$ cat src/hdl/rv_pkg.sv
package rv_pkg;

	// ------------------------------
	localparam int xlen       = 32;
	localparam int reg_addr_w = 5;
	localparam int reg_count  = 32;

	localparam logic [xlen-1:0] reset_pc = 32'h0000_0000;

	// ------------------------------
	typedef enum logic [6:0] {
		opc_lui    = 7'b0110111,
		opc_auipc  = 7'b0010111,
		opc_jal    = 7'b1101111,
		opc_jalr   = 7'b1100111,
		opc_branch = 7'b1100011,
		opc_load   = 7'b0000011,
		opc_store  = 7'b0100011,
		opc_op_imm = 7'b0010011,
		opc_op     = 7'b0110011,
		opc_system = 7'b1110011
	} opcode_t;

	typedef enum logic [3:0] {
		alu_add  = 4'd0,
		alu_sub  = 4'd1,
		alu_and  = 4'd2,
		alu_or   = 4'd3,
		alu_xor  = 4'd4,
		alu_sll  = 4'd5,
		alu_srl  = 4'd6,
		alu_sra  = 4'd7,
		alu_slt  = 4'd8,
		alu_sltu = 4'd9
	} alu_op_t;

	typedef struct packed {
		logic eq;
		logic lt;                            // signed
		logic ltu;
	} alu_status_t;

	typedef enum logic [4:0] {
		st_fetch,
		st_decode,
		st_execute,
		st_mem,
		st_writeback,
		st_pc_update,
		st_halt
	} state_t;

	// ------------------------------
	typedef struct packed {
		logic            cyc;
		logic            stb;
		logic            we;
		logic [xlen-1:0] adr;
		logic [xlen-1:0] dat;
	} wb_req_t;

	typedef struct packed {
		logic            ack;
		logic [xlen-1:0] dat;
	} wb_rsp_t;

	typedef struct packed {
		opcode_t               opcode;
		logic [reg_addr_w-1:0] rd;
		logic [reg_addr_w-1:0] rs1;
		logic [reg_addr_w-1:0] rs2;
		logic [xlen-1:0]       imm;
		alu_op_t               alu_op;
		logic                  b_imm;        // alu b from immediate
		logic                  legal;
	} decode_t;

endpackage
$ cat src/hdl/rv_core.sv
module rv_core (
	input  logic            clk,
	input  logic            rst,
	output rv_pkg::wb_req_t wb_req,
	input  rv_pkg::wb_rsp_t wb_rsp,
	output logic            halted
);
	import rv_pkg::*;

	decode_t               dec;
	alu_status_t           status;
	logic                  branch_taken;
	logic [xlen-1:0]       instr;
	logic [xlen-1:0]       alu_a;
	logic [xlen-1:0]       alu_b;
	logic [xlen-1:0]       alu_result;
	logic [xlen-1:0]       rs1_data;
	logic [xlen-1:0]       rs2_data;
	logic                  rd_we;
	logic [reg_addr_w-1:0] rd_addr;
	logic [xlen-1:0]       rd_data;

	rv_control control0 (
		.clk          (clk),
		.rst          (rst),
		.dec          (dec),
		.branch_taken (branch_taken),
		.alu_result   (alu_result),
		.rs1_data     (rs1_data),
		.rs2_data     (rs2_data),
		.wb_rsp       (wb_rsp),
		.instr        (instr),
		.alu_a        (alu_a),
		.alu_b        (alu_b),
		.rd_we        (rd_we),
		.rd_addr      (rd_addr),
		.rd_data      (rd_data),
		.wb_req       (wb_req),
		.halted       (halted)
	);

	rv_decode decode0 (
		.instr        (instr),
		.status       (status),
		.dec          (dec),
		.branch_taken (branch_taken)
	);

	rv_alu alu0 (
		.a      (alu_a),
		.b      (alu_b),
		.op     (dec.alu_op),
		.result (alu_result),
		.status (status)
	);

	rv_regfile regfile0 (
		.clk      (clk),
		.rst      (rst),
		.rs1_addr (dec.rs1),
		.rs2_addr (dec.rs2),
		.rd_addr  (rd_addr),
		.rd_we    (rd_we),
		.rd_data  (rd_data),
		.rs1_data (rs1_data),
		.rs2_data (rs2_data)
	);

endmodule

$ cat src/hdl/rv_control.sv
module rv_control (
	input  logic                          clk,
	input  logic                          rst,
	input  rv_pkg::decode_t               dec,
	input  logic                          branch_taken,
	input  logic [rv_pkg::xlen-1:0]       alu_result,
	input  logic [rv_pkg::xlen-1:0]       rs1_data,
	input  logic [rv_pkg::xlen-1:0]       rs2_data,
	input  rv_pkg::wb_rsp_t               wb_rsp,
	output logic [rv_pkg::xlen-1:0]       instr,
	output logic [rv_pkg::xlen-1:0]       alu_a,
	output logic [rv_pkg::xlen-1:0]       alu_b,
	output logic                          rd_we,
	output logic [rv_pkg::reg_addr_w-1:0] rd_addr,
	output logic [rv_pkg::xlen-1:0]       rd_data,
	output rv_pkg::wb_req_t               wb_req,
	output logic                          halted
);
	import rv_pkg::*;

	state_t          state;
	logic [xlen-1:0] pc;
	logic [xlen-1:0] pc_plus4;
	logic [xlen-1:0] target;
	logic [xlen-1:0] pc_next;
	logic [xlen-1:0] ir;
	logic [xlen-1:0] alu_q;
	logic [xlen-1:0] load_q;
	logic            writes_rd;
	logic            is_mem;

	assign pc_plus4  = pc + 32'd4;
	assign target    = pc + dec.imm;                 // jal and branch
	assign writes_rd = dec.opcode inside {opc_lui, opc_auipc, opc_jal, opc_jalr,
		opc_op, opc_op_imm, opc_load};
	assign is_mem    = dec.opcode inside {opc_load, opc_store};

	always_comb
	begin
		case (dec.opcode)
			opc_jal:    pc_next = target;
			opc_jalr:   pc_next = {alu_q[xlen-1:1], 1'b0};
			opc_branch: pc_next = branch_taken ? target : pc_plus4;
			default:    pc_next = pc_plus4;
		endcase
	end

	// ------------------------------
	always_ff @(posedge clk or negedge rst)
	begin
		if (!rst)
		begin
			state  <= st_fetch;
			pc     <= reset_pc;
			wb_req <= '0;
		end
		else
		begin
			case (state)
				st_fetch:
				begin
					if (!wb_req.cyc)                     // first fetch after reset
					begin
						wb_req.cyc <= 1'b1;
						wb_req.stb <= 1'b1;
						wb_req.we  <= 1'b0;
						wb_req.adr <= pc;
					end
					else if (wb_rsp.ack)
					begin
						wb_req.cyc <= 1'b0;
						wb_req.stb <= 1'b0;
						state      <= st_decode;
					end
				end
				st_decode: state <= dec.legal ? st_execute : st_halt;
				st_execute:
				begin
					if (is_mem)
					begin
						wb_req.cyc <= 1'b1;
						wb_req.stb <= 1'b1;
						wb_req.we  <= (dec.opcode == opc_store);
						wb_req.adr <= alu_result;
						wb_req.dat <= rs2_data;
						state      <= st_mem;
					end
					else
						state <= st_writeback;
				end
				st_mem:
				begin
					if (wb_rsp.ack)
					begin
						wb_req.cyc <= 1'b0;
						wb_req.stb <= 1'b0;
						wb_req.we  <= 1'b0;
						state      <= st_writeback;
					end
				end
				st_writeback: state <= st_pc_update;
				st_pc_update:
				begin
					pc         <= pc_next;
					wb_req.cyc <= 1'b1;                // next fetch starts here
					wb_req.stb <= 1'b1;
					wb_req.we  <= 1'b0;
					wb_req.adr <= pc_next;
					state      <= st_fetch;
				end
				default: state <= st_halt;         // halt is terminal
			endcase
		end
	end

	always_ff @(posedge clk)
	begin
		if (state == st_fetch && wb_req.cyc && wb_rsp.ack)
			ir <= wb_rsp.dat;
		if (state == st_execute)
			alu_q <= alu_result;
		if (state == st_mem && wb_rsp.ack)
			load_q <= wb_rsp.dat;
	end

	// ------------------------------
	always_comb
	begin
		case (dec.opcode)
			opc_lui:  rd_data = dec.imm;
			opc_jal:  rd_data = pc_plus4;
			opc_jalr: rd_data = pc_plus4;
			opc_load: rd_data = load_q;
			default:  rd_data = alu_q;
		endcase
	end

	assign instr   = ir;
	assign alu_a   = (dec.opcode == opc_auipc) ? pc : rs1_data;
	assign alu_b   = dec.b_imm ? dec.imm : rs2_data;
	assign rd_we   = (state == st_writeback) && writes_rd;
	assign rd_addr = dec.rd;
	assign halted  = (state == st_halt);

endmodule

$ cat src/hdl/rv_decode.sv
module rv_decode (
	input  logic [rv_pkg::xlen-1:0] instr,
	input  rv_pkg::alu_status_t     status,
	output rv_pkg::decode_t         dec,
	output logic                    branch_taken
);
	import rv_pkg::*;

	logic [2:0]      funct3;
	logic [6:0]      funct7;
	logic [xlen-1:0] imm_i;
	logic [xlen-1:0] imm_s;
	logic [xlen-1:0] imm_b;
	logic [xlen-1:0] imm_u;
	logic [xlen-1:0] imm_j;
	logic            cond;

	function automatic alu_op_t alu_sel(input logic [2:0] f3, input logic alt);
		case (f3)
			3'b000: alu_sel = alt ? alu_sub : alu_add;
			3'b001: alu_sel = alu_sll;
			3'b010: alu_sel = alu_slt;
			3'b011: alu_sel = alu_sltu;
			3'b100: alu_sel = alu_xor;
			3'b101: alu_sel = alt ? alu_sra : alu_srl;
			3'b110: alu_sel = alu_or;
			default: alu_sel = alu_and;
		endcase
	endfunction

	assign funct3 = instr[14:12];
	assign funct7 = instr[31:25];
	assign imm_i  = {{20{instr[31]}}, instr[31:20]};
	assign imm_s  = {{20{instr[31]}}, instr[31:25], instr[11:7]};
	assign imm_b  = {{20{instr[31]}}, instr[7], instr[30:25], instr[11:8], 1'b0};
	assign imm_u  = {instr[31:12], 12'd0};
	assign imm_j  = {{12{instr[31]}}, instr[19:12], instr[20], instr[30:21], 1'b0};

	always_comb
	begin
		dec.opcode = opcode_t'(instr[6:0]);
		dec.rd     = instr[11:7];
		dec.rs1    = instr[19:15];
		dec.rs2    = instr[24:20];
		dec.imm    = imm_i;
		dec.alu_op = alu_add;
		dec.b_imm  = 1'b1;
		dec.legal  = 1'b1;
		case (dec.opcode)
			opc_lui, opc_auipc: dec.imm = imm_u;
			opc_jal:   dec.imm = imm_j;
			opc_jalr:  dec.legal = (funct3 == 3'b000);
			opc_branch:
			begin
				dec.imm   = imm_b;
				dec.b_imm = 1'b0;                    // compare rs1 with rs2
				dec.legal = (funct3[2:1] != 2'b01);
			end
			opc_load:  dec.legal = (funct3 == 3'b010);   // word only
			opc_store:
			begin
				dec.imm   = imm_s;
				dec.legal = (funct3 == 3'b010);
			end
			opc_op_imm:
			begin
				dec.alu_op = alu_sel(funct3, funct3 == 3'b101 && instr[30]);
				if (funct3 == 3'b001)
					dec.legal = (funct7 == 7'b0000000);
				else if (funct3 == 3'b101)
					dec.legal = ((funct7 & 7'b1011111) == 7'b0000000);
			end
			opc_op:
			begin
				dec.b_imm  = 1'b0;
				dec.alu_op = alu_sel(funct3, instr[30]);
				dec.legal  = (funct7 == 7'b0000000) ||
					(funct7 == 7'b0100000 && (funct3 == 3'b000 || funct3 == 3'b101));
			end
			opc_system: dec.legal = 1'b0;      // ecall, ebreak and csr all stop
			default:    dec.legal = 1'b0;
		endcase
	end

	always_comb
	begin
		case (funct3)
			3'b000:  cond = status.eq;
			3'b001:  cond = !status.eq;
			3'b100:  cond = status.lt;
			3'b101:  cond = !status.lt;
			3'b110:  cond = status.ltu;
			3'b111:  cond = !status.ltu;
			default: cond = 1'b0;
		endcase
	end

	assign branch_taken = (dec.opcode == opc_branch) && cond;

endmodule

$ cat src/hdl/rv_regfile.sv
module rv_regfile (
	input  logic                          clk,
	input  logic                          rst,
	input  logic [rv_pkg::reg_addr_w-1:0] rs1_addr,
	input  logic [rv_pkg::reg_addr_w-1:0] rs2_addr,
	input  logic [rv_pkg::reg_addr_w-1:0] rd_addr,
	input  logic                          rd_we,
	input  logic [rv_pkg::xlen-1:0]       rd_data,
	output logic [rv_pkg::xlen-1:0]       rs1_data,
	output logic [rv_pkg::xlen-1:0]       rs2_data
);
	import rv_pkg::*;

	logic [xlen-1:0] regs [1:reg_count-1];   // no storage for x0

	always_ff @(posedge clk or negedge rst)
	begin
		if (!rst)
		begin
			for (int i = 1; i < reg_count; i++)
				regs[i] <= '0;
		end
		else if (rd_we && rd_addr != '0)
			regs[rd_addr] <= rd_data;
	end

	assign rs1_data = (rs1_addr == '0) ? '0 : regs[rs1_addr];
	assign rs2_data = (rs2_addr == '0) ? '0 : regs[rs2_addr];

endmodule

$ cat src/hdl/rv_alu.sv
module rv_alu (
	input  logic [rv_pkg::xlen-1:0] a,
	input  logic [rv_pkg::xlen-1:0] b,
	input  rv_pkg::alu_op_t         op,
	output logic [rv_pkg::xlen-1:0] result,
	output rv_pkg::alu_status_t     status
);
	import rv_pkg::*;

	logic [4:0] shamt;

	assign shamt = b[4:0];

	always_comb
	begin
		case (op)
			alu_add:  result = a + b;
			alu_sub:  result = a - b;
			alu_and:  result = a & b;
			alu_or:   result = a | b;
			alu_xor:  result = a ^ b;
			alu_sll:  result = a << shamt;
			alu_srl:  result = a >> shamt;
			alu_sra:  result = $signed(a) >>> shamt;
			alu_slt:  result = {{(xlen-1){1'b0}}, status.lt};
			alu_sltu: result = {{(xlen-1){1'b0}}, status.ltu};
			default:  result = '0;
		endcase
	end

	// flags for branches, independent of op
	assign status.eq  = (a == b);
	assign status.lt  = ($signed(a) < $signed(b));
	assign status.ltu = (a < b);

endmodule

$ cat config.mk
export PLATFORM = sky130hd
export DESIGN_NAME = rv_core
export DESIGN_NICKNAME = d
export VERILOG_FILES = /design/src/hdl/rv_pkg.sv /design/src/hdl/rv_core.sv /design/src/hdl/rv_control.sv /design/src/hdl/rv_decode.sv /design/src/hdl/rv_regfile.sv /design/src/hdl/rv_alu.sv
export SDC_FILE = /design/constraint.sdc
export NUM_CORES = 2
export LEC_CHECK = 0
export BUFFER_PORTS_ARGS = -buffer_cell sky130_fd_sc_hd__buf_2
export CAP_MARGIN = 10
export CORE_MARGIN = 2
export CORE_UTILIZATION = 55
export CTS_CLUSTER_DIAMETER = 50
export DETAILED_ROUTE_END_ITERATION = 16
export GPL_TIMING_DRIVEN = 0
export PLACE_DENSITY = 0.78
export SLEW_MARGIN = 40
export SYNTH_ARGS = -nofsm -noshare
export SYNTH_HDL_FRONTEND = slang
export SYNTH_HIERARCHICAL = 1
export SYNTH_SLANG_ARGS = --single-unit
$ cat constraint.sdc
create_clock -name clk -period 7.6 [get_ports clk]
set_input_delay 0.76 -clock clk [delete_from_list [all_inputs] [get_ports clk]]
set_output_delay 0.76 -clock clk [all_outputs]
set_load 0.005 [all_outputs]
Word-level counts from Yosys, hierarchy flattened
Index checks and enable logic that the tools add are counted.

cells by class
  $add $sub $neg = 4
  order comparisons = 6
  equality and inequality tests = 40
  shifts and indexed selects = 3
  muxes and demuxes = 42
  bitwise gates (word level) = 6
  reductions and logical operators = 37

operators by type and width
  operator                 count
  $bwmux W992              1
  $bmux W32 S5             2
  $mux W32                 10
  $pmux W32 S10            1
  $pmux W32 S3             3
  $demux W32 S5            1
  $pmux W31 S4             1
  $mux W67                 1
  $add A32 B32 Y32         2
  $lt A32 B32 Y1           2
  $pmux W4 S7              2
  $mux W33                 1
  $add A32 B3 Y32 const B  1
  $and A32 B32 Y32         1
  $eq A32 B32 Y1           1
  $or A32 B32 Y32          1
  $shl A32 B5 Y32          1
  $shr A32 B5 Y32          1
  $sshr A32 B5 Y32         1
  $sub A32 B32 Y32         1
  $xor A32 B32 Y32         1
  $pmux W5 S6              1
  $eq A7 B6 Y1 const B     4
  $eq A7 B7 Y1 const B     3
  42 further kinds         94

word-level totals
  register bits after elaboration = 1192
  input port bits = 35
  output and inout bits = 68
  logic and storage cells = 179

Logic depth before layout (Yosys ltp)
  depth in word-level cells = 13
  gate-level depth with buffers = 39
  gate-level depth less buffers = 28

Modules after synthesis
Netlist, hierarchy kept.

by module, submodules not included
  module      times used  cells an instance  area each (sq um)  seq. area each (sq um)
  rv_regfile  1           3666               53501.3            24823.8
  rv_control  1           1144               11792.6            5435.2
  rv_alu      1           1264               8779.7             0.0
  rv_decode   1           121                830.8              0.0

Worst setup path before layout
Ideal clock, no wire load.

  path type = register to register
  start = reg control0.ir[20], in the netlist control0/instr[20]
  end = reg, netlist name control0/wb_req[58]
  setup time = 0.126 ns
  arrival time = 7.061 ns
  data required time = 7.474 ns
  setup slack = 0.413 ns
  cell stages (with the launch flop) = 36
  path buffers = 11
  clock period less this slack = 7.187 ns
  path through = edfxtp_1 > buf_4 > buf_6 > buf_6 > buf_6 > buf_6 > buf_6 > a2111oi_1 > a221oi_1 > a311oi_1 > o21ai_1 > mux2_2 > inv_1 > clkbuf_1 > buf_1 > clkbuf_1 > ha_1 > buf_2 > nand2b_1 > o311ai_1 > a211oi_1 > a211oi_1 > o221ai_1 > o21ai_0 > o41ai_1 > o21ai_0 > mux2i_1 > xnor2_1 > a21oi_1 > nor4_1 > nor2b_1 > o21ai_1 > clkbuf_1 > a22oi_1 > nor2_1 > o32a_1

RTL lines
  what                    line               source
  from (decl)             rv_control.sv:26   logic [xlen-1:0] ir;
  from (signal assigned)  rv_control.sv:119  ir <= wb_rsp.dat;

Worst setup path after layout
  start = reg control0.ir[22], in the netlist control0/instr[22]
  end = reg, netlist name control0/wb_req[37]

on the way
  elaborated cells between the ends (all ways) = 30
  those cells by class = 3 x add/sub; 2 x order compare; 1 x eq/ne; 3 x shift; 12 x mux; 4 x bitwise; 5 x reduce/logical

RTL lines
  what                                            line               source
  $not A5 Y6 (implied by the code)                rv_regfile.sv:28   assign rs2_data = (rs2_addr == '0) ? '0 : regs[rs2_addr];
  $bmux W32 S5                                    rv_regfile.sv:28
  $mux W32 (implied by the code) (2 in a row)     rv_regfile.sv:28
  $mux W32 *                                      rv_regfile.sv:28
  named net rs2_data[1]                           rv_core.sv:18      logic [xlen-1:0] rs2_data;
  $mux W32 *                                      rv_control.sv:140  assign alu_b = dec.b_imm ? dec.imm : rs2_data;
  named net alu_b[1]                              rv_core.sv:15      logic [xlen-1:0] alu_b;
  $sub A32 B32 Y32, or another cell as far along  rv_alu.sv:18       alu_sub: result = a - b;
  $pmux W32 S10 *                                 rv_alu.sv:16       case (op)
  named net alu_result[5]                         rv_core.sv:16      logic [xlen-1:0] alu_result;
  $mux W67 *                                      rv_control.sv:79   if (is_mem)
  $pmux W32 S3 *                                  rv_control.sv:59   case (state)

Mark *: on every way through the listed nets, which the timed path passes. The rest lies on a longest branch. The select of a mux whose other input is x is not followed.
A chain may end at the register's enable or synchronous reset.

==> out/metrics.cfg <==
[status]
status = finished with violations
violations = setup timing

[worst_setup_path]
cp_num_buf_inv = 9
rr_worst_depth = 19
crit_fanout = 10
cp.depth = 19
crit_chain = buf_4 -> buf_4 -> buf_4 -> buf_4 -> nand2_1 -> clkbuf_4 -> o221ai_2 -> mux2_2 -> buf_2 -> buf_2 -> buf_2 -> buf_2 -> mux4_2 -> o21ai_0 -> o221ai_1 -> a21oi_1 -> nand4_1 -> a221oi_1 -> a21oi_1
required_ns = 8.25
max_stage_delay_ns = 0.86
cp_top_family = compound AO/OA/AOI/OAI gates
arrival_ns = 8.57
start_kind = flip-flop
cp-end-kind = flip-flop
slowest_stage = o21ai_0
path_class = reg2reg

[synth]
synthSimpleGateAreaFrac = 0.0678
synth_area_um2 = 74900
synth_top_family_by_area = multiplexers
syn_nets = 6363
synth-edff-count = 96
seq_area_frac_synth = 0.404
muxShareOfSynthArea = 0.351
async_flop_share = 0.919
ys_warn_count = 6
synthAdderAreaFrac = 0.0225
avgSynthCellArea_um2 = 12.1
synth_seq_cells = 1190
synth-xor-area-share = 0.00842
ys.flop_type = dfrtp_1
synth_area_leaders = dfrtp_1 37%, mux2_2 16%, mux4_2 14%, edfxtp_1 3.8%, mux2i_1 3.2%
syn_inst = 6195
ys_types = 105
synth_compound_area_frac = 0.102
yosys.area.top_type_share = 0.365
yosysTopAreaCell = dfrtp_1

[sta]
setup_ws_ns = -0.324
worst_slew_margin_rel = 0.274
fmax_mhz = 126
rsz0062_at_grt = yes
tightest_slew_ns = 1.08
hold_viol = 0
maxSlewViolCount = 0
clock_skew_ns = 0.0463
setup_violations = 32
fin_crit_ns = 7.92
finalCritPeriodShare = 1.04

[global_routing]
overflow = 0
antenna_found_initial = 37
grtUsageTotal = 0.513
grt_pass1_wl_mm = 494
grt_pass1_vias = 60481
grt_max_degree = 107

[clock_network]
clock_sinks = 1190
htree_num_levels = 4
clk_path_buf_depth = 3
cts_root_buf = clkbuf_16
cts_tree = built
tritoncts.num_buffers = 147
clk_latency_ns = 0.82
path_clk_slew_ns = 0.06

[finish]
syn_to_final_growth_pct = 15.7
fin_nets = 6721
drive_gt1_frac = 0.394
fillCellCount = 10163
stdcell_count = 8473
design_area_um2 = 86600
fin_util = 0.640

[placed_design]
dp.cells = 8110
placed_cell_area_um2 = 78700
portBuffers = 102
place_ws_ns = -4.97
hpwl_mm = 275
place.gp.congestion = 1.14

[detailed_routing]
routed_wl_mm = 363
antenna_left = 0
vias = 65186
drtIter0Drc = 12035
routed_via_density = 7.69
wl_per_cell_um = 42.9
drt-pass1-iter-count = 11
drc = 0

[pwr]
total_power_mw = 13.8
p_per_area_nw_per_um2 = 159
power_leakage_nw = 39.5
ir_drop_mv = 0.183

[floorplanning]
die_area_um2 = 139000
num_rows = 135
initial_core_util = 0.554
die_height_um = 373
coreArea_um2 = 135000
pin_count = 103
die_x_um = 373

[flow_run]
cap_violations = 0

[min_path]
min_path_type = in2reg
holdPathStages = 1

cell families after synthesis:
family | count (synthesis)
buf+inv | 733
fa+ha+maj | 133
compound gates | 1092
xor+xnor | 72
flops | 1190
simple gates | 1066
mux | 1909
sequential cells by signal, indices dropped and copies added, names as in the netlist:
signal	cells
regfile0/regs	992
control0/alu_q	32
control0/load_q	32
control0/wb_req	67
control0/instr	32
control0/state	3
control0/pc	32
layout by cell type, fill, tap and decap left out, drive strengths merged, types with 130 or more instances in the layout:
cell type  synthesis  routed
mux2            1220    1220
dfrtp           1094    1094
buf              309     519
clkbuf           310     495
mux4             451     451
nand2            313     313
nor2             306     306
a21oi            242     242
mux2i            238     238
o21ai            194     194
inv              114     135
ha               130     130
report_power, final:
part           leakage (nW)  switching, mW  internal [mW]
sequential             16.1       0.000156           6.40
clock                  2.42           3.05           4.19
combinational          21.0          0.141         0.0256
metal layers:
layer | share of wire | global-route usage
met3 | 0.20 | 0.317
met4 | 0.070 | 0.273
met2 | 0.37 | 0.644
met5 | 0.0011 | 0.0185
met1 | 0.36 | 0.673
final cells by class:
type,instances,area (µm²),share of cell area
multi-input combinational,4272,42900,0.496
inverter,114,444,0.00513
sequential,1190,30300,0.349
antenna,20,50.0,0.000578
tap,1781,2230,0.0257
clock inverter,80,882,0.0102
clock buffer,188,4080,0.0471
buffer,607,3950,0.0456
timing repair buffer,221,1790,0.0206
worst register-to-register path: stages, from the launching register on:
cell and delay, ns:
edfxtp_1 0.33, buf_4 0.18, buf_4 0.23, buf_4 0.32
buf_4 0.38, nand2_1 0.39, clkbuf_4 0.42, o221ai_2 0.57
mux2_2 0.46, buf_2 0.27, buf_2 0.32, buf_2 0.35
buf_2 0.34, mux4_2 0.39, o21ai_0 0.86, o221ai_1 0.21
a21oi_1 0.38, nand4_1 0.56, a221oi_1 0.69, a21oi_1 0.14
Yosys cell counts (70+ instances only):
| cell type | number |
|---|---|
| edfxtp_1 | 96 |
| dfrtp_1 | 1094 |
| nor2b_1 | 104 |
| mux2i_1 | 238 |
| mux4_2 | 450 |
| nor2_1 | 303 |
| o21ai_0 | 142 |
| inv_1 | 113 |
| ha_1 | 130 |
| mux2_2 | 1064 |
| a221oi_1 | 93 |
| nand2_1 | 313 |
| a21o_1 | 70 |
| buf_2 | 164 |
| clkbuf_1 | 303 |
| mux2_1 | 150 |
| nor3_1 | 98 |
| a21oi_1 | 236 |
worst paths after layout:
kind                            slack [ns]                               to                       startpoint
worst max-delay path                 -0.32  control0/wb_req[37]$_DFFE_PN0P_     control0/instr[22]$_DFFE_PP_
worst min-delay path                  0.17    control0/load_q[24]$_DFFE_PP_                       wb_rsp[24]
worst max register to register       -0.32  control0/wb_req[37]$_DFFE_PN0P_     control0/instr[22]$_DFFE_PP_
worst min register to register        0.50  control0/wb_req[28]$_DFFE_PN0P_  control0/wb_req[28]$_DFFE_PN0P_
max in group asynchronous             4.80   regfile0/regs[250]$_DFFE_PN0P_                              rst
min in group asynchronous             0.51      control0/pc[27]$_DFFE_PN0N_                              rst
timing repair:
item | CTS | global route
cloned | 0 | 0
pin swaps | 36 | 10
setup buffers | 68 | 17
setup endpoints to repair | 94 | 61
hold buffers | 1 | 0
gates resized for setup | 488 | 37
endpoints found under the hold margin | 79 | 0
per-stage QoR:
step / setup TNS (ns) / hold WS (ns)
after floorplan: 0 / 0.464
after global placement: - / 0.482
after detailed placement: -348.42 / 0.492
after CTS: -0.0285 / 0.146
after global routing: -1.26 / 0.174
final: -3.94 / 0.173
No activity file was read; power rests on OpenSTA's default activity.
